### src/design/lat_mem_config.svh
/*
  size and latency macros of the latency memory
  data width, word count, write and read delay stages
*/

`ifndef LAT_MEM_CONFIG_SVH
`define LAT_MEM_CONFIG_SVH

// width of one user data word in bits
`define LM_DATA_WIDTH 8

// number of words held in the array
// the address width is derived from it in the bus package
`define LM_MEM_DEPTH 16

// register stages between the controller and the array write port
// one stage is the minimum
`define LM_WR_LATENCY 3

// register stages between the array read port and the decoder
// one stage is the minimum
`define LM_RD_LATENCY 2

`endif

### src/design/lat_mem_ecc_pkg.sv
/*
  hamming code types and helpers
  parity count, code word, syndrome, position and coverage functions
*/

`default_nettype none

`include "lat_mem_config.svh"

package lat_mem_ecc_pkg;

  // one parity bit per address bit of the code position plus one
  localparam int parity_bits = $clog2(`LM_DATA_WIDTH) + 1;
  localparam int code_width  = `LM_DATA_WIDTH + parity_bits;

  // positions run from 1 and parity sits at the powers of two
  typedef logic [code_width:1] code_word_t;

  // zero means a clean word, anything else points at the flipped position
  typedef logic [parity_bits-1:0] syndrome_t;

  // true for the parity positions 1, 2, 4, 8 and so on
  function automatic logic is_parity_pos(int pos);
    return (pos & (pos - 1)) == 0;
  endfunction

  // xor of every code bit whose position has bit p set
  // the encoder calls it with the parity positions still zero
  // and the decoder calls it on the full word to get one syndrome bit
  function automatic logic cover_parity(code_word_t code, int p);
    logic acc;
    acc = 1'b0;
    for (int pos = 1; pos <= code_width; pos++)
    begin
      if (((pos >> p) & 1) != 0)
      begin
        acc ^= code[pos];
      end
    end
    return acc;
  endfunction

endpackage

`default_nettype wire

### src/design/lat_mem_bus_pkg.sv
/*
  bus and control types of the latency memory
  address and data words, delayed command, controller states
*/

`default_nettype none

`include "lat_mem_config.svh"

package lat_mem_bus_pkg;

  // address covers every word of the array
  typedef logic [$clog2(`LM_MEM_DEPTH)-1:0] addr_t;

  // plain user data as seen on the wishbone side
  typedef logic [`LM_DATA_WIDTH-1:0] data_t;

  // command that walks through the write delay line
  // the code word is only meaningful when we is set
  typedef struct packed {
    logic                       we;
    addr_t                      adr;
    lat_mem_ecc_pkg::code_word_t code;
  } mem_cmd_t;

  // one transfer in flight at a time
  // ST_ACK is the single acknowledge cycle before going idle again
  typedef enum logic [1:0] {
    ST_IDLE,
    ST_WAIT,
    ST_ACK
  } ctrl_state_t;

endpackage

`default_nettype wire

### src/design/lat_delay_line.sv
/*
  register delay line of DEPTH stages and WIDTH bits
  with a valid bit carried alongside each stage
*/

`timescale 1ns/1ps
`default_nettype none

module lat_delay_line
#(
  parameter int DEPTH = 1,
  parameter int WIDTH = 1
)
(
  input  wire logic             clka,
  input  wire logic             i_arst_n,
  input  wire logic             i_valid,
  input  wire logic [WIDTH-1:0] i_data,
  output logic                  o_valid,
  output logic [WIDTH-1:0]      o_data
);

  // stage 0 is loaded from the input and stage DEPTH-1 drives the output
  logic [DEPTH-1:0] valid_q;
  logic [WIDTH-1:0] data_q [DEPTH];

  // valid chain comes out of reset empty so no stale strobe leaks out
  always_ff @(posedge clka or negedge i_arst_n)
  begin
    if (!i_arst_n)
    begin
      valid_q <= '0;
    end
    else
    begin
      valid_q[0] <= i_valid;
      for (int s = 1; s < DEPTH; s++)
      begin
        valid_q[s] <= valid_q[s-1];
      end
    end
  end

  // data just shifts every cycle, its meaning comes from the valid bit
  always_ff @(posedge clka)
  begin
    data_q[0] <= i_data;
    for (int s = 1; s < DEPTH; s++)
    begin
      data_q[s] <= data_q[s-1];
    end
  end

  assign o_valid = valid_q[DEPTH-1];
  assign o_data  = data_q[DEPTH-1];

endmodule

`default_nettype wire

### src/design/hamming_encoder.sv
/*
  combinational hamming encoder
  places data bits, fills parity bits, optional single bit injection
*/

`timescale 1ns/1ps
`default_nettype none

module hamming_encoder
(
  input  wire lat_mem_bus_pkg::data_t     i_data,
  input  wire logic                       i_inj_en,
  input  wire lat_mem_ecc_pkg::syndrome_t i_inj_pos,
  output lat_mem_ecc_pkg::code_word_t     o_code
);

  import lat_mem_ecc_pkg::*;

  code_word_t code_c;
  int         data_idx;

  always_comb
  begin
    code_c   = '0;
    data_idx = 0;

    // data bits fill the positions that are not a power of two
    // from the lowest position upwards
    for (int pos = 1; pos <= code_width; pos++)
    begin
      if (!is_parity_pos(pos))
      begin
        code_c[pos] = i_data[data_idx];
        data_idx++;
      end
    end

    // parity positions are still zero here so each parity bit
    // only sums the data bits it covers
    for (int p = 0; p < parity_bits; p++)
    begin
      code_c[1 << p] = cover_parity(code_c, p);
    end

    // flip the selected position to exercise the decoder
    // position zero or one past the word leaves the code untouched
    if (i_inj_en && (i_inj_pos != '0) && (int'(i_inj_pos) <= code_width))
    begin
      code_c[i_inj_pos] = ~code_c[i_inj_pos];
    end
  end

  assign o_code = code_c;

endmodule

`default_nettype wire

### src/design/hamming_decoder.sv
/*
  combinational hamming decoder
  syndrome, single bit correction, data extraction, error flag
*/

`timescale 1ns/1ps
`default_nettype none

module hamming_decoder
(
  input  wire lat_mem_ecc_pkg::code_word_t i_code,
  output lat_mem_bus_pkg::data_t           o_data,
  output logic                             o_err
);

  import lat_mem_bus_pkg::*;
  import lat_mem_ecc_pkg::*;

  syndrome_t  syndrome;
  code_word_t fixed_c;
  data_t      data_c;
  int         data_idx;

  // each syndrome bit rechecks one parity group including its parity bit
  // so a clean word gives zero
  always_comb
  begin
    for (int p = 0; p < parity_bits; p++)
    begin
      syndrome[p] = cover_parity(i_code, p);
    end
  end

  always_comb
  begin
    fixed_c = i_code;

    // a single flipped bit makes the syndrome equal to its position
    // values past the end of the word cannot come from one flip
    if ((syndrome != '0) && (int'(syndrome) <= code_width))
    begin
      fixed_c[syndrome] = ~fixed_c[syndrome];
    end
  end

  // gather the data bits back in the order the encoder placed them
  always_comb
  begin
    data_c   = '0;
    data_idx = 0;
    for (int pos = 1; pos <= code_width; pos++)
    begin
      if (!is_parity_pos(pos))
      begin
        data_c[data_idx] = fixed_c[pos];
        data_idx++;
      end
    end
  end

  assign o_data = data_c;

  // flag any non zero syndrome, also when the flip hit a parity bit
  assign o_err = (syndrome != '0);

endmodule

`default_nettype wire

### src/design/ecc_ram.sv
/*
  storage array of encoded words
  synchronous write, registered read on one shared address
*/

`timescale 1ns/1ps
`default_nettype none

`include "lat_mem_config.svh"

module ecc_ram
(
  input  wire logic                        clka,
  input  wire logic                        i_we,
  input  wire lat_mem_bus_pkg::addr_t      i_adr,
  input  wire lat_mem_ecc_pkg::code_word_t i_code,
  output lat_mem_ecc_pkg::code_word_t      o_code
);

  import lat_mem_ecc_pkg::*;

  localparam int mem_depth = `LM_MEM_DEPTH;

  // contents are undefined until the first write to each address
  code_word_t mem [mem_depth];

  always_ff @(posedge clka)
  begin
    if (i_we)
    begin
      mem[i_adr] <= i_code;
    end
    // read happens every cycle and returns the old word on a write
    o_code <= mem[i_adr];
  end

endmodule

`default_nettype wire

### src/design/lat_mem_ctrl.sv
/*
  wishbone classic slave controller
  accepts one request, launches it and waits for the matching done strobe
*/

`timescale 1ns/1ps
`default_nettype none

module lat_mem_ctrl
(
  input  wire logic                   clka,
  input  wire logic                   i_arst_n,
  input  wire logic                   i_cyc,
  input  wire logic                   i_stb,
  input  wire logic                   i_we,
  input  wire lat_mem_bus_pkg::addr_t i_adr,
  input  wire logic                   i_wr_done,
  input  wire logic                   i_rd_done,
  output logic                        o_launch,
  output logic                        o_cmd_we,
  output lat_mem_bus_pkg::addr_t      o_cmd_adr,
  output logic                        o_ack
);

  import lat_mem_bus_pkg::*;

  ctrl_state_t state_q;
  logic        req;
  logic        done;

  // a valid wishbone request needs both cycle and strobe
  assign req = i_cyc & i_stb;

  // pick the strobe of the path the transfer actually went through
  // the other line may still carry a stale strobe from an earlier transfer
  assign done = o_cmd_we ? i_wr_done : i_rd_done;

  always_ff @(posedge clka or negedge i_arst_n)
  begin
    if (!i_arst_n)
    begin
      state_q  <= ST_IDLE;
      o_launch <= 1'b0;
      o_cmd_we <= 1'b0;
    end
    else
    begin
      // launch is a one cycle pulse into the write delay line
      o_launch <= 1'b0;
      case (state_q)
        ST_IDLE:
        begin
          if (req)
          begin
            state_q  <= ST_WAIT;
            o_launch <= 1'b1;
            o_cmd_we <= i_we;
          end
        end
        ST_WAIT:
        begin
          if (done)
          begin
            state_q <= ST_ACK;
          end
        end
        ST_ACK:
        begin
          // the master drops or changes its request after seeing ack
          state_q <= ST_IDLE;
        end
        default:
        begin
          state_q <= ST_IDLE;
        end
      endcase
    end
  end

  // the address only matters while the launch pulse is high
  always_ff @(posedge clka)
  begin
    if ((state_q == ST_IDLE) && req)
    begin
      o_cmd_adr <= i_adr;
    end
  end

  assign o_ack = (state_q == ST_ACK);

endmodule

`default_nettype wire

### src/design/lat_mem_top.sv
/*
  latency memory top level
  controller, encoder, write and read delay lines, array and decoder
*/

`timescale 1ns/1ps
`default_nettype none

`include "lat_mem_config.svh"

module lat_mem_top
(
  input  wire logic                       clka,
  input  wire logic                       i_arst_n,
  input  wire logic                       i_cyc,
  input  wire logic                       i_stb,
  input  wire logic                       i_we,
  input  wire lat_mem_bus_pkg::addr_t     i_adr,
  input  wire lat_mem_bus_pkg::data_t     i_dat,
  input  wire logic                       i_inj_err,
  input  wire lat_mem_ecc_pkg::syndrome_t i_inj_pos,
  output logic                            o_ack,
  output lat_mem_bus_pkg::data_t          o_dat,
  output logic                            o_ecc_err
);

  import lat_mem_bus_pkg::*;
  import lat_mem_ecc_pkg::*;

  logic       launch;
  logic       cmd_we;
  addr_t      cmd_adr;
  code_word_t enc_code;
  mem_cmd_t   cmd_in;
  mem_cmd_t   cmd_out;
  logic       wr_valid;
  logic       ram_we;
  logic       rd_start;
  code_word_t ram_code;
  logic       rd_valid;
  code_word_t rd_code;

  lat_mem_ctrl u_ctrl (
    .clka      (clka),
    .i_arst_n  (i_arst_n),
    .i_cyc     (i_cyc),
    .i_stb     (i_stb),
    .i_we      (i_we),
    .i_adr     (i_adr),
    .i_wr_done (wr_valid),
    .i_rd_done (rd_valid),
    .o_launch  (launch),
    .o_cmd_we  (cmd_we),
    .o_cmd_adr (cmd_adr),
    .o_ack     (o_ack)
  );

  // the master holds i_dat until ack so it is still valid with the launch pulse
  hamming_encoder u_enc (
    .i_data    (i_dat),
    .i_inj_en  (i_inj_err),
    .i_inj_pos (i_inj_pos),
    .o_code    (enc_code)
  );

  assign cmd_in = '{we: cmd_we, adr: cmd_adr, code: enc_code};

  lat_delay_line #(
    .DEPTH (`LM_WR_LATENCY),
    .WIDTH ($bits(mem_cmd_t))
  ) u_wr_line (
    .clka     (clka),
    .i_arst_n (i_arst_n),
    .i_valid  (launch),
    .i_data   (cmd_in),
    .o_valid  (wr_valid),
    .o_data   (cmd_out)
  );

  // a command leaving the write line writes on the next edge
  // reads use the same edge to register the addressed word
  assign ram_we   = wr_valid & cmd_out.we;
  assign rd_start = wr_valid & ~cmd_out.we;

  ecc_ram u_ram (
    .clka   (clka),
    .i_we   (ram_we),
    .i_adr  (cmd_out.adr),
    .i_code (cmd_out.code),
    .o_code (ram_code)
  );

  // the read strobe enters one edge before the array word it belongs to
  // so rd_valid leads rd_code by a cycle and the registered ack lines up with the data
  lat_delay_line #(
    .DEPTH (`LM_RD_LATENCY),
    .WIDTH (code_width)
  ) u_rd_line (
    .clka     (clka),
    .i_arst_n (i_arst_n),
    .i_valid  (rd_start),
    .i_data   (ram_code),
    .o_valid  (rd_valid),
    .o_data   (rd_code)
  );

  // outputs are meaningful only while o_ack is high on a read
  hamming_decoder u_dec (
    .i_code (rd_code),
    .o_data (o_dat),
    .o_err  (o_ecc_err)
  );

endmodule

`default_nettype wire

### config.mk
export PLATFORM = sky130hd
export DESIGN_NAME = lat_mem_top
export DESIGN_NICKNAME = d
export VERILOG_FILES = /design/src/design/lat_mem_ecc_pkg.sv /design/src/design/lat_mem_bus_pkg.sv /design/src/design/lat_delay_line.sv /design/src/design/hamming_encoder.sv /design/src/design/hamming_decoder.sv /design/src/design/ecc_ram.sv /design/src/design/lat_mem_ctrl.sv /design/src/design/lat_mem_top.sv
export VERILOG_INCLUDE_DIRS = /design/src /design/src/design
export SDC_FILE = /design/constraint.sdc
export NUM_CORES = 1
export LEC_CHECK = 0
export BUFFER_PORTS_ARGS = -buffer_cell sky130_fd_sc_hd__buf_2
export CAP_MARGIN = 25
export CORE_AREA = 2 2 167 169
export DETAILED_ROUTE_END_ITERATION = 7
export DIE_AREA = 0 0 169 171
export PLACE_DENSITY = 0.6
export RECOVER_POWER = 50
export SLEW_MARGIN = 40
export SYNTH_ARGS = -nofsm -noshare
export SYNTH_HDL_FRONTEND = slang
export SYNTH_HIERARCHICAL = 1
export SYNTH_SLANG_ARGS = --single-unit
### constraint.sdc
create_clock -name clka -period 2.3 [get_ports clka]
set_clock_uncertainty 0.15 [all_clocks]
set_input_delay 0.23 -clock clka [delete_from_list [all_inputs] [get_ports clka]]
set_output_delay 0.23 -clock clka [all_outputs]
set_load 0.005 [all_outputs]
# Word-level counts from Yosys, hierarchy flattened
# Memory sizes are Yosys's and may differ from the RTL's. A register that Yosys moved wholly into a read port is not among the register bits.
# Index checks and enable logic that the tools add are counted.
# op_classes
magnitude_cmp	6
n_eq_ne	4
n_mux	20
bitwise_logic	38
n_reduce_logical	11
# ops
op	n
bitwise XOR 1 bit	32
bitwise mux 12 bit	2
two-way mux 12 bit	2
< comparator 4 x 5 -> 1 bit (second input constant)	2
two-way mux 1 bit	9
binary-select mux 1 bit (select 4 bit)	2
demux 1 bit (select 4 bit)	2
>= comparator 4 x 1 -> 1 bit (second input constant)	2
less-or-equal comparator 4 bit (second input constant)	2
nonzero test 4 bit	2
logical AND 1 bit	6
two-way mux 2 bit	2
!= test 2 x 1 -> 1 bit (second input constant)	2
one-hot mux 2 bit (2 select lines)	1
AND reduction 2 bit	2
AND 1 bit	3
NOT 1 bit	3
== test 2 x 1 -> 1 bit (second input constant)	1
== test 2 bit (second input constant)	1
zero test 2 bit	1
# word_totals
register_bits	13
mem_bits_rw	267
out_inout_bits	10
n_memories	3
# memory_table
name	depth	word_bits	read_ports	rd_ports_with_merged_regs	write_ports	line_no	rtl
u_ram.mem	16	12	1	1	1	ecc_ram.sv:25	code_word_t mem [mem_depth];
u_wr_line.data_q	3	17	3	0	3	lat_delay_line.sv:25	logic [WIDTH-1:0] data_q [DEPTH];
u_rd_line.data_q	2	12	2	0	2	lat_delay_line.sv:25	

# Logic depth before layout (Yosys ltp)
# An unclocked memory read counts as a cell.
# logic_depth
ltp_word	12
mapped_depth	6

# Modules after synthesis
# Netlist, hierarchy kept.
# by_module_without_submodules
module	instances	cells_per_inst	area_per_inst_um2	seq_area_each_um2
ecc_ram	1	331	7586.0	6005.8
lat_delay_line at u_wr_line	1	71	1223.7	1096.1
lat_delay_line at u_rd_line	1	38	620.6	530.5
hamming_decoder	1	58	539.3	0.0
hamming_encoder	1	59	429.2	0.0
lat_mem_ctrl	1	15	285.3	220.2
lat_mem_top	1	2	16.3	0.0

# Least setup slack after synthesis
# No wires, ideal clock.
# synth_timing
path_kind	reg-to-reg
from	memory u_wr_line/data_q[0][50] (netlist name)
to	memory u_ram/mem[0][0] (netlist name) (enable)
arrival_time_ps	1885
required_time_ps	1754
setup_slack_ps	-131
path_stages_with_launch	5
n_path_buf	1
period_less_slack_ps	2431
path_cell_list	dfxtp_1 > buf_4 > and2_2 > or3b_2 > nor3_1
# synth_lines
element	line_no
from (decl)	lat_delay_line.sv:25
to (decl)	ecc_ram.sv:25

==> flow_summary.ini <==
[timing]
min_period_over_period_pct = 125.2
setup_ws_ns = -0.5789
tightest_slew_ns = 0.6674
rsz0062_at_grt = true
holdWs_ns = 0.005635
setup_viol = 9
fin_crit_ns = 2.879
relSlewSlack_pct = 55.51
clock.fmax_ghz = 0.3474
fin_tns_setup_ns = -3.653
finalMaxSlewViolations = 0
hold_viol = 0

[grt]
grt_pass1_wl_mm = 30.34
grt_pass1_vias = 5441
grt_max_degree = 24
antenna_found_initial = 0
grt_use_total_pct = 13.68
overflow = 0

[worst_setup_path]
worstPathRequired_ns = 1.92
crit_slowest_cell = xnor3_2
worstSetupPathType = flip-flop to primary output
reg2regPathDepth = 4
cpPeakStageDelay_ns = 0.47
worstPathCellList = xnor3_2 -> xnor2_4 -> or3b_4 -> a21oi_2 -> mux2_4 -> buf_6
cp_max_fo = 2
arrival_ns = 2.50
endpoint_kind = primary output
crit_path_start_kind = flip-flop

[route]
drt_first_pass_iters = 5
ant_nets = 0
drtIter0Drc = 361
avgViaCountPerCell = 4.935
wl_mm = 19.41
wl_per_cell_um = 18.75
drc = 0
route.vias.total = 5108

[logic_synthesis]
synthTopCellsByArea = edfxtp_1 (55%), dfxtp_1 (16%), mux4_2 (8.2%)
ys_warn_count = 6
synth.avg_cell_area_um2 = 18.64
ys_types = 51
syn-instance-count = 574
ys_ff_latch = 292
netlist_area_um2 = 10700
yosys.area.top_type = edfxtp_1
ys_seq_area_share_pct = 73.39
syn_nets = 596
synth_top_cell_area_share_pct = 55.00
synthArstFlopShare_pct = 3.082
synth-edff-count = 196
ys.flop_type = edfxtp_1

[clock_tree]
clkSlewWorstSetupHoldPaths_ns = 0.06
clock_sinks = 292
clock_latency_ns = 0.55
htreeDepth = 1
cts_root_buf = clkbuf_16
cts_tree = done
clock_tree.buffer_depth = 3
cts_buffers = 30

[placement]
dp_hpwl_mm = 12.12
pre_cts_slack_ns = -0.1335
place_inst = 946
gp_congestion = 0.8615
io_buffer_count = 31
postPlaceCellArea_um2 = 11300

[power]
p_total_mw = 13.07
powerDensity_nw_per_um2 = 1022
leakage_nw = 4.530
ir_drop_mv = 0.6186

[die]
die-width_um = 169
std_cell_rows = 61
io_pins = 32
die_h_um = 171
die_area_um2 = 28900
core_area_um2 = 27320
initial_core_util_pct = 39.16

[job]
maxCapViolations = 0

[layout]
final_common_cell = edfxtp_1
final_cell_mix = edfxtp_1 (196), dfxtp_1 (83), buf_4 (43)
fin_cells = 1035
fin_util_pct = 46.79
post_route_cells_drive_above_1_share_pct = 29.75
layout.nets = 687
final_area_um2 = 12790
area_delta_synth_final_pct = 19.49
antenna_cells = 0

[outcome]
outcome = finished, violations left
violations = setup timing

[min_path]
hold-path-cell-count = 4
hold_class = input port to flip-flop
flip-flops by register name, indices dropped and copies added (netlist names), 2 cells and up:
name / flops
u_ctrl/o_cmd_adr: 4
u_wr_line/data_q: 51
u_ram/o_code: 12
u_wr_line/valid_q: 3
u_ctrl/state_q: 2
u_ram/mem: 192
u_rd_line/data_q: 24
u_rd_line/valid_q: 2
cell type report:
type / count / area [um2]
inverters: 5 / 18.77
flip-flops and latches: 292 / 7860
multi-input cells: 229 / 2592
clock buffers: 48 / 975.9
well taps: 346 / 432.9
clock inverters: 8 / 58.81
repair buffers: 107 / 847.1
fillers: 2255 / 14540
worst max-delay path: cells and delay by family, from the launching register on:
kind / cells / cell delay (ns)
xor gates and xnor gates: 2 / 0.63
and+or+nand+nor: 1 / 0.41
AOI/OAI and AO/OA: 1 / 0.17
DFF: 1 / 0.33
buffers and inverters: 1 / 0.11
muxes: 1 / 0.31
repair_timing:
action | 4_1_cts | 5_1_grt
endpoints found under the setup margin | 9 | 12
gates resized for setup | 21 | 4
pin swaps | 10 | 2
hold endpoints to repair | 27 | 0
hold buffers | 29 | 0
setup buffers | 3 | 1
cell usage after synthesis, types with 8 or more instances:
master      n
mux4_1      9
a22oi_1    24
xor2_1      8
buf_4      29
dfrtp_1     9
nand2_1    19
dfxtp_1    87
nor2_1     22
edfxtp_1  196
xnor2_1    27
mux4_2     39
nor3_1     10
routing by layer:
layer  track usage, %  share of wire (%)
met1            17.37                 43
met2            24.59                 51
met3            2.198                3.8
met4            3.456                2.1
met5                0                  0
worst paths after layout:
check	startpoint	endpoint	slack, ns
worst max register to register	u_wr_line/data_q[0][46]	u_ram/o_code[9]	0.30
worst max-delay path	u_rd_line/data_q[0][22]	o_dat[2]	-0.58
min in group asynchronous	i_arst_n	u_wr_line/valid_q[0]	0.50
worst min register to register	u_wr_line/data_q[0][29]	u_wr_line/data_q[0][46]	0.17
worst min-delay path	i_inj_pos[2]	u_wr_line/data_q[0][3]	0.006
max in group asynchronous	i_arst_n	u_ctrl/o_launch	1.22
kinds of logic after synthesis:
kind of cell / share of synthesized area, %
buf+inv: 3.403
simple gates: 3.882
compound gates: 2.958
xor+xnor: 4.572
mux: 11.70
fa+ha+maj: 0.09355
flops: 73.39
where the power goes:
group	switching [mW]	internal (mW)	total, mW
Sequential	0.250	6.00	6.25
Combinational	0.923	1.09	2.02
Clock	1.88	2.91	4.80
(Power assumes the default switching activity.)
